**src/rtl/mem_pkg.sv**
```systemverilog
// cache-side memory package with address, line label and cache line types
`default_nettype none

package mem_pkg;

	// physical address space
	localparam int PHYS_WIDTH = 32;

	// one cache line, fetched as a single burst of bus words
	localparam int LINE_WIDTH = 256;
	localparam int WORD_WIDTH = 32;
	localparam int LINE_WORDS = LINE_WIDTH / WORD_WIDTH;

	// byte offset inside a line, dropped to form the label
	localparam int LINE_OFFSET = $clog2(LINE_WIDTH / 8);

	// label is tag plus index
	localparam int LABEL_WIDTH = PHYS_WIDTH - LINE_OFFSET;

	// selects one word of a line, also the width of the beat counter
	localparam int WORD_SEL_WIDTH = $clog2(LINE_WORDS);

	typedef logic [PHYS_WIDTH-1:0] phys_t;

	typedef logic [LABEL_WIDTH-1:0] label_t;

	typedef logic [WORD_WIDTH-1:0] word_t;

	typedef logic [WORD_SEL_WIDTH-1:0] word_sel_t;

	// word 0 sits in the low bits and holds the lowest address
	typedef word_t [LINE_WORDS-1:0] line_t;

	// first byte address of a labelled line
	function automatic phys_t label_to_addr(input label_t label);
		phys_t addr;
		addr = {label, {LINE_OFFSET{1'b0}}};
		return addr;
	endfunction

	// label of the line that follows in memory
	function automatic label_t next_label(input label_t label);
		label_t nxt;
		nxt = label + label_t'(1);
		return nxt;
	endfunction

endpackage

`default_nettype wire

```
**src/rtl/axi3_pkg.sv**
```systemverilog
// AXI3 read channel package with request/response structs, burst and size encodings
`default_nettype none

package axi3_pkg;

	import mem_pkg::*;

	// field widths of the AXI3 read channels
	localparam int AXI_ID_WIDTH   = 4;
	localparam int AXI_LEN_WIDTH  = 4;
	localparam int AXI_RESP_WIDTH = 2;

	typedef logic [AXI_ID_WIDTH-1:0]   axi_id_t;
	typedef logic [AXI_LEN_WIDTH-1:0]  axi_len_t;
	typedef logic [AXI_RESP_WIDTH-1:0] axi_resp_t;

	// ids 0 and 1 are taken by the icache and dcache
	localparam axi_id_t PREFETCH_ARID = axi_id_t'(2);

	// one line per burst, arlen counts beats minus one
	localparam axi_len_t LINE_ARLEN = axi_len_t'(LINE_WORDS - 1);

	typedef enum logic [1:0] {
		BURST_FIXED = 2'b00,
		BURST_INCR  = 2'b01,
		BURST_WRAP  = 2'b10
	} burst_e;

	// bytes per beat, encoded as log2
	typedef enum logic [2:0] {
		SIZE_1B   = 3'b000,
		SIZE_2B   = 3'b001,
		SIZE_4B   = 3'b010,
		SIZE_8B   = 3'b011,
		SIZE_16B  = 3'b100,
		SIZE_32B  = 3'b101,
		SIZE_64B  = 3'b110,
		SIZE_128B = 3'b111
	} size_e;

	// master to slave, address channel plus rready
	typedef struct packed {
		axi_id_t  arid;
		phys_t    araddr;
		axi_len_t arlen;
		size_e    arsize;
		burst_e   arburst;
		logic     arvalid;
		logic     rready;
	} axi3_rd_req_t;

	// slave to master, arready plus the read data channel
	typedef struct packed {
		logic      arready;
		axi_id_t   rid;
		word_t     rdata;
		axi_resp_t rresp;
		logic      rlast;
		logic      rvalid;
	} axi3_rd_resp_t;

endpackage

`default_nettype wire

```
**src/rtl/prefetch_ctrl.sv**
```systemverilog
// prefetch controller that checks misses against the stream buffer and queues the next fetch
`default_nettype none

module prefetch_ctrl
	import mem_pkg::*;
(
	input  logic   clk,
	input  logic   rst,
	// miss from the data cache
	input  logic   miss_vld,
	input  label_t miss_label,
	// hit answer, one cycle after the miss
	output logic   hit,
	output line_t  hit_data,
	// pending prefetch towards the stream buffer
	output label_t req_label,
	output logic   req_vld,
	input  logic   accept,
	// current contents of the stream buffer
	input  label_t buf_label,
	input  line_t  buf_line,
	input  logic   buf_vld
);

	// hit decision for the miss seen this cycle
	logic hit_n;

	assign hit_n = miss_vld && buf_vld && (buf_label == miss_label);

	// hit pulse and pending flag
	always_ff @(posedge clk) begin
		if (rst) begin
			hit     <= 1'b0;
			req_vld <= 1'b0;
		end else begin
			hit <= hit_n;
			// a new miss wins over an accept in the same cycle
			if (miss_vld) begin
				req_vld <= 1'b1;
			end else if (accept) begin
				req_vld <= 1'b0;
			end
		end
	end

	// newest miss label replaces any older pending one
	always_ff @(posedge clk) begin
		if (miss_vld) begin
			req_label <= miss_label;
		end
	end

	// line captured together with the hit
	always_ff @(posedge clk) begin
		if (hit_n) begin
			hit_data <= buf_line;
		end
	end

endmodule

`default_nettype wire

```
**src/rtl/prefetch_top.sv**
```systemverilog
// next-line prefetch top that joins the prefetch controller and the stream buffer
`default_nettype none

module prefetch_top
	import mem_pkg::*, axi3_pkg::*;
(
	input  logic          clk,
	input  logic          rst,
	// data cache side
	input  logic          miss_vld,
	input  label_t        miss_label,
	output logic          hit,
	output line_t         hit_data,
	// AXI3 read port
	output axi3_rd_req_t  axi_req,
	input  axi3_rd_resp_t axi_resp
);

	// controller to buffer
	label_t req_label;
	logic   req_vld;
	logic   accept;

	// buffer to controller
	label_t buf_label;
	line_t  buf_line;
	logic   buf_vld;

	prefetch_ctrl u_ctrl (
		.clk        (clk),
		.rst        (rst),
		.miss_vld   (miss_vld),
		.miss_label (miss_label),
		.hit        (hit),
		.hit_data   (hit_data),
		.req_label  (req_label),
		.req_vld    (req_vld),
		.accept     (accept),
		.buf_label  (buf_label),
		.buf_line   (buf_line),
		.buf_vld    (buf_vld)
	);

	stream_buffer u_sbuf (
		.clk       (clk),
		.rst       (rst),
		.req_label (req_label),
		.req_vld   (req_vld),
		.accept    (accept),
		.axi_req   (axi_req),
		.axi_resp  (axi_resp),
		.buf_label (buf_label),
		.buf_line  (buf_line),
		.buf_vld   (buf_vld)
	);

endmodule

`default_nettype wire

```
**src/rtl/stream_buffer.sv**
```systemverilog
// stream buffer that fetches the line after a requested label over AXI3 and holds it
`default_nettype none

module stream_buffer
	import mem_pkg::*, axi3_pkg::*;
(
	input  logic          clk,
	input  logic          rst,
	// prefetch request from the controller
	input  label_t        req_label,
	input  logic          req_vld,
	output logic          accept,
	// AXI3 read master port
	output axi3_rd_req_t  axi_req,
	input  axi3_rd_resp_t axi_resp,
	// buffered line
	output label_t        buf_label,
	output line_t         buf_line,
	output logic          buf_vld
);

	typedef enum logic [1:0] {
		IDLE,
		WAIT_AXI_READY,
		RECEIVING,
		FINISH
	} sb_state_e;

	sb_state_e state;
	sb_state_e state_n;

	word_sel_t burst_cnt;
	word_sel_t burst_cnt_n;

	label_t label_r;
	line_t  line_r;
	logic   vld_r;

	// one data beat taken this cycle
	logic beat;
	logic last_beat;

	// a request is only taken while no burst is in flight
	assign accept = req_vld && ((state == IDLE) || (state == FINISH));

	assign beat      = (state == RECEIVING) && axi_resp.rvalid;
	assign last_beat = beat && axi_resp.rlast;

	assign buf_label = label_r;
	assign buf_line  = line_r;
	assign buf_vld   = vld_r;

	// next state
	always_comb begin
		state_n = state;
		unique case (state)
			IDLE, FINISH: begin
				if (req_vld) begin
					state_n = WAIT_AXI_READY;
				end else begin
					state_n = IDLE;
				end
			end
			WAIT_AXI_READY: begin
				if (axi_resp.arready) begin
					state_n = RECEIVING;
				end
			end
			RECEIVING: begin
				if (last_beat) begin
					state_n = FINISH;
				end
			end
		endcase
	end

	// beat counter restarts with every address phase
	always_comb begin
		burst_cnt_n = burst_cnt;
		if (state == WAIT_AXI_READY) begin
			burst_cnt_n = '0;
		end else if (beat) begin
			burst_cnt_n = burst_cnt + word_sel_t'(1);
		end
	end

	// fixed burst shape, only valid and address depend on state
	always_comb begin
		axi_req         = '0;
		axi_req.arid    = PREFETCH_ARID;
		axi_req.arlen   = LINE_ARLEN;
		axi_req.arsize  = SIZE_4B;
		axi_req.arburst = BURST_INCR;
		if (state == WAIT_AXI_READY) begin
			axi_req.arvalid = 1'b1;
			axi_req.araddr  = label_to_addr(label_r);
		end
		// rvalid gaps simply stall the counter
		axi_req.rready = beat;
	end

	// control state
	always_ff @(posedge clk) begin
		if (rst) begin
			state     <= IDLE;
			burst_cnt <= '0;
			vld_r     <= 1'b0;
		end else begin
			state     <= state_n;
			burst_cnt <= burst_cnt_n;
			if (last_beat) begin
				vld_r <= 1'b1;
			end else if (accept) begin
				// old line stays visible for the accept cycle itself
				vld_r <= 1'b0;
			end
		end
	end

	// label of the line being fetched, one past the requested one
	always_ff @(posedge clk) begin
		if (accept) begin
			label_r <= next_label(req_label);
		end
	end

	// INCR burst, so beat n lands in word n
	always_ff @(posedge clk) begin
		if (beat) begin
			line_r[burst_cnt] <= axi_resp.rdata;
		end
	end

endmodule

`default_nettype wire

```
**config.mk**
```make
export PLATFORM = sky130hd
export DESIGN_NAME = prefetch_top
export DESIGN_NICKNAME = d
export VERILOG_FILES = /design/src/rtl/mem_pkg.sv /design/src/rtl/axi3_pkg.sv /design/src/rtl/prefetch_ctrl.sv /design/src/rtl/prefetch_top.sv /design/src/rtl/stream_buffer.sv
export SDC_FILE = /design/constraint.sdc
export NUM_CORES = 1
export LEC_CHECK = 0
export BUFFER_PORTS_ARGS = -buffer_cell sky130_fd_sc_hd__buf_2
export CAP_MARGIN = 20
export CORE_MARGIN = 5
export CORE_UTILIZATION = 54
export CTS_CLUSTER_DIAMETER = 30
export DETAILED_ROUTE_END_ITERATION = 6
export PLACE_DENSITY = 0.91
export SLEW_MARGIN = 20
export SYNTH_ARGS = -nofsm -noshare
export SYNTH_HDL_FRONTEND = slang
export SYNTH_SLANG_ARGS = --single-unit
```
**constraint.sdc**
```tcl
create_clock -name clk -period 27.9 [get_ports clk]
set_input_delay 5.58 -clock clk [delete_from_list [all_inputs] [get_ports clk]]
set_output_delay 5.58 -clock clk [all_outputs]
set_load 0.05 [all_outputs]
```
# Word level (Yosys, flattened, before mapping)
# Cells that the tools add are included.
totals:
  out_inout_bits: 304
  word_cells: 58
  in_bits: 71
  register_bits: 574
op_classes:
  reduce_logical: 13
  n_mux: 12
  order_cmp: 2
  addsub: 2
  n_eq_ne: 6
op_table:
  columns: ["op", "n"]
  rows:
  - ["256-bit bitwise mux", 1]
  - ["32-bit demux with 3-bit select", 1]
  - ["32-bit 2-to-1 mux", 2]
  - ["27-bit by 1-bit adder with 27-bit output, second input constant", 1]
  - ["27-bit == test", 1]
  - ["1-bit logical AND", 6]
  - ["2-bit case mux with 3 select lines", 1]
  - ["1-bit 2-to-1 mux", 5]
  - ["2-bit == test, second input constant", 2]
  - ["3-bit by 4-bit less-than comparator with 1-bit output, second input constant", 1]
  - ["2-bit 2-to-1 mux", 2]
  - ["2-bit nonzero test", 2]
  - ["2-bit OR reduction", 2]
  - ["3-bit by 1-bit adder with 3-bit output, second input constant", 1]
  - ["3-bit by 1-bit greater-or-equal comparator with 1-bit output, second input constant", 1]
  - ["2-bit by 1-bit == test with 1-bit output, second input constant", 1]
  - ["2-bit logical NOT", 1]
  - ["2-bit by 1-bit != test with 1-bit output, second input constant", 1]
  - ["2-bit != test, second input constant", 1]
  - ["2-bit AND reduction", 1]
  - ["1-bit logical OR", 1]

# Logic depth before layout (Yosys ltp)
# Gate-level depths: netlist of the first run.
logic_depth:
  depth_word: 5
  mapped_depth: 6
  depth_no_buf: 6

# By module
# From an unflattened synthesis of the first run, not the netlist that was laid out.
hier_totals:
  cells_unflattened: 780
  area_unflattened_um2: 18617.9
by_module_without_submodules:
  columns: ["module", "n_inst", "seq_area_each_um2", "area_per_inst_um2", "cells_per_inst"]
  rows:
  - ["stream_buffer", 1, 8618.3, 9746.8, 453]
  - ["prefetch_ctrl", 1, 8538.2, 8871.0, 327]

# Worst setup path before layout of the first run
# No wires, ideal clock.
synth_timing:
  path_type: "input -> register"
  start: "in miss_label[18]"
  end: "reg u_ctrl.hit_data[0] (netlist bit), enable pin"
  path_buffers: 0
  arrival_time_ns: 23.550
  required_time_ns: 26.714
  stages: 4
  setup_time_ns: 1.186
  path_slack_ns: 3.165
  path_cell_list: "xnor2_1 o2111ai_1 or4_4 nor3_1"
synth_between:
  elab_chain_len: 2
synth_lines:
  columns: ["item", "line", "source"]
  rows:
  - ["start: declaration", "prefetch_top.sv:11", "input label_t miss_label,"]
  - ["27-bit == test", "prefetch_ctrl.sv:28", "assign hit_n = miss_vld && buf_vld && (buf_label == miss_label);"]
  - ["1-bit logical AND", "prefetch_ctrl.sv:28", null]
  - ["via u_ctrl.hit_n", "prefetch_ctrl.sv:26", "logic hit_n;"]
  - ["end signal: assignment", "prefetch_ctrl.sv:56", "hit_data <= buf_line;"]
  - ["end: declaration", "prefetch_ctrl.sv:14", "output line_t hit_data,"]
# The timed path passes the listed nets, and every way through them passes these cells.
# A chain may end at the register's enable or synchronous reset.

==> results of run 1 <==
cell type report:
type	count	area [sq um]	area share (%)
inverters	17	63.8	0.265
multi-input cells	182	1290	5.39
clock inverters	65	850	3.53
flip-flops and latches	574	17200	71.4
clock buffers	93	2240	9.33
diodes	1	2.50	0.0104
well taps	448	561	2.33
repair buffers	363	1870	7.76
metal layers:
metal,global-route usage (%),routed length [um],share of wire [%]
met1,32.9,17200,35
met2,42.3,24700,51
met3,6.62,5530,11
met4,7.16,1370,2.8
met5,0,7,0.014
worst max-delay path, stage by stage:
cell	delay, ps
sky130_fd_sc_hd__buf_2	100
sky130_fd_sc_hd__nand2_1	210
sky130_fd_sc_hd__inv_1	180
sky130_fd_sc_hd__buf_2	300
power groups by stage:
stage                     Combinational (mW)  Clock, mW  Sequential, mW
after CTS                              0.110       1.17           0.985
after global routing                   0.117       1.21           0.986
after floorplan                       0.0791          0           0.995
after global placement                 0.106          0           0.999
after detailed placement               0.109          0            1.00
final                                  0.110       1.16           0.985
kinds of logic after synthesis:
| family | after synthesis | share of synthesized area [%] |
|---|---|---|
| and+or+nand+nor | 101 | 3.29 |
| DFF | 574 | 92.4 |
| buffers and inverters | 40 | 1.19 |
| other | 2 | 0.0405 |
| adders and majority gates | 4 | 0.270 |
| muxes | 1 | 0.0539 |
| AOI/OAI and AO/OA | 12 | 0.539 |
| xor gates and xnor gates | 46 | 2.17 |
synthesized netlist by cell type, types with 3 or more instances:
cell and number:
sky130_fd_sc_hd__nor3_1 8, sky130_fd_sc_hd__nor2b_1 4, sky130_fd_sc_hd__buf_4 19, sky130_fd_sc_hd__nand4_2 3, sky130_fd_sc_hd__nand2_1 11, sky130_fd_sc_hd__ha_1 4, sky130_fd_sc_hd__inv_1 17, sky130_fd_sc_hd__dfxtp_1 8
sky130_fd_sc_hd__clkbuf_1 3, sky130_fd_sc_hd__nor4_1 5, sky130_fd_sc_hd__nand3_1 10, sky130_fd_sc_hd__and3_1 5, sky130_fd_sc_hd__xnor2_1 22, sky130_fd_sc_hd__edfxtp_1 566, sky130_fd_sc_hd__xor2_1 24, sky130_fd_sc_hd__nand4_1 8
sky130_fd_sc_hd__and2_1 26, sky130_fd_sc_hd__nor2_1 11
worst max path at each step:
| stage | startpoint | end | slack, ps | cells past startpoint |
|---|---|---|---|---|
| finish | axi_resp[0] | axi_req[0] | 15950 | 4 |
| global route | axi_resp[0] | axi_req[0] | 15910 | 4 |
| CTS | axi_resp[0] | axi_req[0] | 15940 | 4 |
| detailed placement | axi_resp[0] | axi_req[0] | 15940 | 4 |
| global placement | axi_resp[0] | axi_req[0] | 15990 | 4 |
| floorplan | miss_label[18] | u_ctrl.hit_data[0] | 3160 | 4 |
metrics by stage:
| step | hold slack [ps] | area (sq um) |
|---|---|---|
| 6_report | 392 | 24000 |
| 5_1_grt | 392 | 24000 |
| 4_1_cts | 393 | 24000 |
| 3_5_place_dp | 405 | 20900 |
| 3_3_place_gp | 401 | 20900 |
| 2_1_floorplan | 400 | 18600 |
flip-flops by register name, indices dropped and copies added (netlist names):
| register | flops |
|---|---|
| u_sbuf.buf_line | 256 |
| u_ctrl.hit_data | 256 |
| u_sbuf.burst_cnt | 3 |
| u_ctrl.hit | 1 |
| u_sbuf.buf_label | 27 |
| u_ctrl.req_vld | 1 |
| u_sbuf.buf_vld | 1 |
| u_sbuf.state | 2 |
| u_ctrl.req_label | 27 |
==> results.md, run 1 <==
Critical path:
- The required time of the critical path is 22320 ps.
- The startpoint of the most critical register-to-register path is u_sbuf.buf_label[18].
- The reg-to-reg endpoint is u_ctrl.hit_data[216].
- The largest fanout of any net on the critical path is 7.
- STA classifies the critical path startpoint as an input port.
- The worst setup path is captured at a primary output.
- The flop-to-flop setup slack is 24330 ps.
- The critical path in this run is classified as in2out.
- The count of cells along the worst register-to-register path is 6.
- The arrival time of the worst setup path is 6370 ps.

Clocking:
- The number of setup buffers added after CTS is 0.
- The tree is rooted in a sky130_fd_sc_hd__clkbuf_16.
- The maximum buffer depth of the clock tree is 3.
- The cts-stage hold buffer count is 0.
- The number of buffers inserted during clock tree synthesis is 85.
- TritonCTS built the clock tree.
- The clock transition at the registers of the reported paths is 70 ps.
- CTS saw 574 sinks.
- The H-tree was split into 3 levels.
- The clock network latency to the later pin of the worst-skew pair is 620 ps.
- The post-CTS resize count is 0.

Layout:
- Cells fill 71.3% of the core in the end.
- The final cell count without fillers is 1743.
- The layout net count is 1298.
- The area growth from synthesis to final layout is 29.5%.
- The library cell used most frequently in the layout, excluding fill and tap cells, is sky130_fd_sc_hd__edfxtp_1.
- Cells with a size suffix above 1 make up 41.3% of the layout.
- After filler insertion, the fill cell instance count of the layout stands at 1889.
- In the layout the commonest cells are sky130_fd_sc_hd__edfxtp_1, sky130_fd_sc_hd__buf_2, sky130_fd_sc_hd__clkbuf_16, sky130_fd_sc_hd__and2_1, sky130_fd_sc_hd__xor2_1.

Floorplan:
- The die is 195 um tall.
- The die covers 38200 sq um.
- The area of the placeable core is 33700 sq um.
- In this run the horizontal extent of the chip is 195 um.
- The number of I/O pins is 375.
- The row count is 67.
- The initial utilization of the core area, before any placement, comes to 55.1%.

Synth:
- The number of library cell types mapped by synthesis is 40.
- The cell taking the most area after synthesis is sky130_fd_sc_hd__edfxtp_1.
- The most used flip-flop cell after synthesis is sky130_fd_sc_hd__edfxtp_1.
- Sorting the synthesized cells by area gives the leading types as sky130_fd_sc_hd__edfxtp_1, sky130_fd_sc_hd__xor2_1, sky130_fd_sc_hd__xnor2_1, sky130_fd_sc_hd__and2_1, sky130_fd_sc_hd__dfxtp_1.
- For this run, asynchronously set or reset flops after synthesis account for 0%.
- After synthesis, flip-flops and latches occupy 92.4% of the total area.
- The cell count after synthesis is 780.
- The number of enable flip-flop cells after synthesis is 566.
- The average cell area after synthesis is 23.8 sq um.
- The number of synthesis warnings is 0.
- The flip-flop and latch count after synthesis is 574.
- The post-synthesis cell area is 18600 sq um.
- In this run the biggest area consumer among cell types represents 91.6% of the synthesized area.

Worst hold path:
- Counting instances, the worst hold path has a depth of 0.
- The worst min-delay path class is reg2reg.
- The start point of the worst hold path is u_sbuf.buf_line[19].
- The worst hold path terminates at u_ctrl.hit_data[19].

Place:
- The half-perimeter wire length after placement is 26700 um.
- The minimum setup slack after placement is 15940 ps.
- The cell count after placement is 1584.
- The count of buffers from port buffering is 350.
- The congestion estimate from routability-driven global placement came to 0.967.

Drt:
- The final layout contains routed wiring with a total length of 48800 um.
- For this block, the initial DRC count from the detailed router was 1071.
- The routed length per placed instance is 28.0 um.
- Before antenna repair, the detailed router went through 5 iterations.
- In the routed design, unresolved DRC markers number 0.
- Dividing the detail-routed via count by the number of cells gives 5.52.
- The count of vias placed by the detailed router is 9620.
- The number of routed nets with antenna violations is 0.

STA:
- The final worst setup slack is 15950 ps.
- Setup violations remaining at the end of the flow were counted as 0.
- The number of hold violations in the final report was 0.
- The worst max-slew margin expressed relative to the limit is 29.5%.
- Setup total negative slack on the finished layout was measured at 0 ps.
- In the finished design, the share of the clock period the worst path needs comes to 42.8%.
- The transition time at the pin with the least slew margin is 1050 ps.
- The minimum clock period after layout is 11950 ps.
- Setup repair after global routing left no endpoint under its margin.
- The max-slew violation count is 0.
- Derived from the worst setup path, the maximum achievable clock frequency is 83.7 MHz.
- The final clock skew is 45.4 ps.

Power and ir drop:
- Power spread over the standard cell area amounts to 93.8 nW/um^2.
- The net switching power is 0.533 mW.
- The reported leakage power is 8.75 nW.
- The share of total power dissipated in sequential elements is 43.7%.
- The total power is 2.25 mW.
- The share of total power in the clock network is 51.4%.
- The share of total power dissipated in combinational logic is 4.9%.
- The internal portion of the total power is 1.72 mW.
- Net switching is 23.6% of the power.
- The largest voltage drop on the vdd net is 0.0000869 V.

GRT:
- Across every metal layer, demand over resource in global routing totals 25.2%.
- Entering global routing, the biggest net connects 165 pins.
- The number of antenna violations at the first check in global routing is 4.
- The first-pass GRT wire length is 69600 um.
- For this run the aggregate overflow at the end of global routing stands at 0.
- The number of global-route vias before repair came to 9739.

Outcome:
- The run finished with clean final reports.

Run:
- The tool flagged a number of max-cap violations equal to 0.
No activity file was read; power rests on OpenSTA's default activity.
==> run 2, diff against run 1 <==
Settings changed: CORE_UTILIZATION 54 to 49, PLACE_DENSITY 0.91 to 0.87.
Clock period 27.9 ns to 10 ns, I/O delays scaled along.
==> results.md, run 2 (same netlist as run 1, synthesis figures left out) <==
Power and ir drop:
- The reported leakage power is 8.68 nW (-0.79%).
- The power density normalized to cell area is 252 nW/um^2 (+170%).
- The largest voltage drop on the vdd net is 0.000154 V (+77%).

Clocking:
- The cell at the root of the clock tree is sky130_fd_sc_hd__clkbuf_16.
- The number of buffers added for setup after CTS was 0 (unchanged).
- The clock tree from TritonCTS is built.
- The clock transition at the registers of the reported paths is 50 ps (-20 ps).
- The post-CTS resize count was 0 (unchanged).
- The clock network latency to the later pin of the worst-skew pair is 590 ps (-30 ps).
- The number of buffers inserted during clock tree synthesis is 86 (+1.2%).
- The maximum buffer depth of the clock tree was 3 (unchanged).
- The total number of clock tree sinks was 574 (unchanged).
- The total number of H-tree levels was 3 (unchanged).
- The cts-stage hold buffer count came to 0 (unchanged).

STA:
- The achievable frequency is 190 MHz.
- The worst hold slack after final layout is 405 ps (+12.6 ps).
- The final cycle utilization of the critical path is 52.5%.
- The transition time at the pin with the least slew margin is 1090 ps (+34.3 ps).
- The sum of negative setup slack is 0 ps (unchanged).
- The clock period could shrink to 5250 ps.
- The max-slew violation count is 0 (unchanged).
- The number of hold violations in the final report is 0 (unchanged).
- Setup repair after global routing left no endpoint under its margin.
- The worst max-slew margin expressed relative to the limit is 27.6% (-1.9 points).
- The final worst setup slack is 4750 ps (-11200 ps).
- The final clock skew came to 22.7 ps (-22.7 ps).
- The final setup violation count is 0 (unchanged).

GRT:
- The total global routing overflow was 0 (unchanged).
- The number of global-route vias before repair is 9318 (-4.3%).
- The pin count of the biggest net entering global routing is 175 (+6.1%).
- The global-route total usage across every layer is 20.1% (-5.0 points).
- The number of antenna violations at the first check in global routing is 4 (unchanged).
- The first-pass GRT wire length was 61200 um (-12%).

Outcome:
- The flow ran to the end, and the final reports show no timing, DRC or antenna violations.

Drt:
- The sum of routed wire length over all layers was 43100 um (-12%).
- The count of vias placed by the detailed router is 9040 (-6.0%).
- The number of design rule violations left after detail routing is 0 (unchanged).
- The number of routed nets with antenna violations is 0 (unchanged).
- The routed length per placed instance was 23.9 um (-15%).
- The initial DRC count came to 818 (-24%).
- The mean number of vias per cell is 5.01 (-9.2%).
- The number of optimization iterations in the first detailed-route pass was 5 (unchanged).

Layout:
- The fill cell total of the finished layout is 2452 (+30%).
- From synthesis to final layout, the design area changed by 29.0%.
- The library cells used most frequently in the layout, excluding fill and tap cells, are sky130_fd_sc_hd__edfxtp_1, sky130_fd_sc_hd__buf_2, sky130_fd_sc_hd__clkbuf_16, sky130_fd_sc_hd__and2_1, sky130_fd_sc_hd__xor2_1.
- The layout net count is 1297 (-0.077%).
- The fraction of layout instances using a drive strength above 1 is 40.3% (-0.94 points).
- The utilization after layout is 63.9% (-7.4 points).
- The post-route standard cell area excluding fillers is 23900 sq um (-0.37%).
- Leaving out fill and tap cells, the most frequent cell in the layout is sky130_fd_sc_hd__edfxtp_1.

Critical path:
- The largest fanout of any net on the critical path is 174 (+167).
- The arrival time of the worst setup path is 5440 ps (-930 ps).
- Walking the worst path, the cells encountered are buf_2 -> o2111ai_1 -> or4_4 -> nor3_4 -> buf_12 -> buf_4.
- The required time of the critical path is 10190 ps (-12130 ps).
- The type of the worst setup path is in2reg.
- The critical path endpoint category is a register.
- The endpoint identified for the worst register-to-register timing path is u_ctrl.hit_data[246].
- The kind of start point of the critical path is an input port.
- The flop-to-flop setup slack is 6120 ps (-18210 ps).
- The count of cells along the worst register-to-register path is 6 (unchanged).
- The worst stage delay on the critical path was 960 ps (+660 ps).
- The startpoint identified for the worst register-to-register timing path is u_sbuf.buf_label[18].
- The slowest stage cell on the critical path is sky130_fd_sc_hd__buf_4.

Place:
- The minimum setup slack after placement is 4310 ps (-11640 ps).
- The count of buffers from port buffering is 350 (unchanged).
- The post-placement cell area is 21000 sq um (+0.33%).
- The half-perimeter wire length after placement is 24300 um (-8.9%).
- The final estimated routing congestion in global placement is 0.934 (-3.5%).

Worst hold path:
- The path with the worst hold slack has its endpoint at u_ctrl.hit_data[110].
- The startpoint identified for the worst hold timing path is u_sbuf.buf_line[110].
- In this run the worst hold path is classified as reg2reg.
- The cell depth of the worst hold path is 0 (unchanged).

Floorplan:
- The floorplan die width is 205 um (+4.7%).
- The die footprint is 41900 sq um (+9.7%).
- The row count came to 71 (+6.0%).
- The die extent in y came to 205 um (+4.7%).
- The area of the placeable core is 37500 sq um (+11%).
- The initial core utilization is 49.5% (-5.6 points).
- The number of I/O pins came to 375 (unchanged).

Run:
- The max-capacitance violation count is 0 (unchanged).
-- run 2: cell types whose count changed in the layout (fill, tap and decap cells not counted), sizes merged --
cell,previous run,this run
clkinv,21,32
buf,363,361
inv,37,29
clkinvlp,10,7
clkbuf,93,96
bufinv,14,11
-- run 2: worst max path at each step --
stage / startpoint / end / slack (ps) / cells after the start
global placement: miss_vld / u_ctrl.hit_data[246] / 4480 / 6
finish: miss_vld / u_ctrl.hit_data[246] / 4750 / 6
detailed placement: miss_vld / u_ctrl.hit_data[214] / 4310 / 6
global route: miss_vld / u_ctrl.hit_data[210] / 4610 / 6
floorplan: miss_label[18] / u_ctrl.hit_data[0] / 690 / 4
CTS: miss_vld / u_ctrl.hit_data[207] / 4910 / 6
-- run 2: routing by layer --
| layer | share of wire [%] | track usage (%) | up-vias |
|---|---|---|---|
| met4 | 1.8 | 4.93 | 6 |
| met1 | 37 | 25.0 | 4541 |
| met5 | 0.088 | 0 | - |
| met3 | 10 | 6.92 | 62 |
| met2 | 51 | 34.5 | 493 |
| li1 | - | - | 3938 |
-- run 2: critical path: cells and delay by family --
kind	cells	cell delay, ps
simple gates	2	810
buf+inv	3	2030
compound gates	1	240
-- run 2: area by class of cell --
| cell class | count | area (sq um) | area share, % |
|---|---|---|---|
| diodes | 1 | 2.50 | 0.0105 |
| clock buffers | 96 | 2230 | 9.32 |
| clock inverters | 62 | 703 | 2.94 |
| inverters | 17 | 63.8 | 0.266 |
| multi-input cells | 182 | 1300 | 5.43 |
| flip-flops and latches | 574 | 17200 | 71.6 |
| well taps | 511 | 639 | 2.67 |
| repair buffers | 361 | 1850 | 7.71 |
-- run 2: through the flow --
stage	instances	power [mW]
2_1_floorplan	796	3.00
3_3_place_gp	1645	3.08
3_5_place_dp	1645	3.09
4_1_cts	1803	6.09
5_1_grt	1803	6.24
6_report	1804	6.05
-- run 2: power by group --
group	switching, mW	total, mW	internal [mW]
Clock	1.08	2.99	1.91
Sequential	0.0427	2.75	2.71
Combinational	0.230	0.303	0.0733
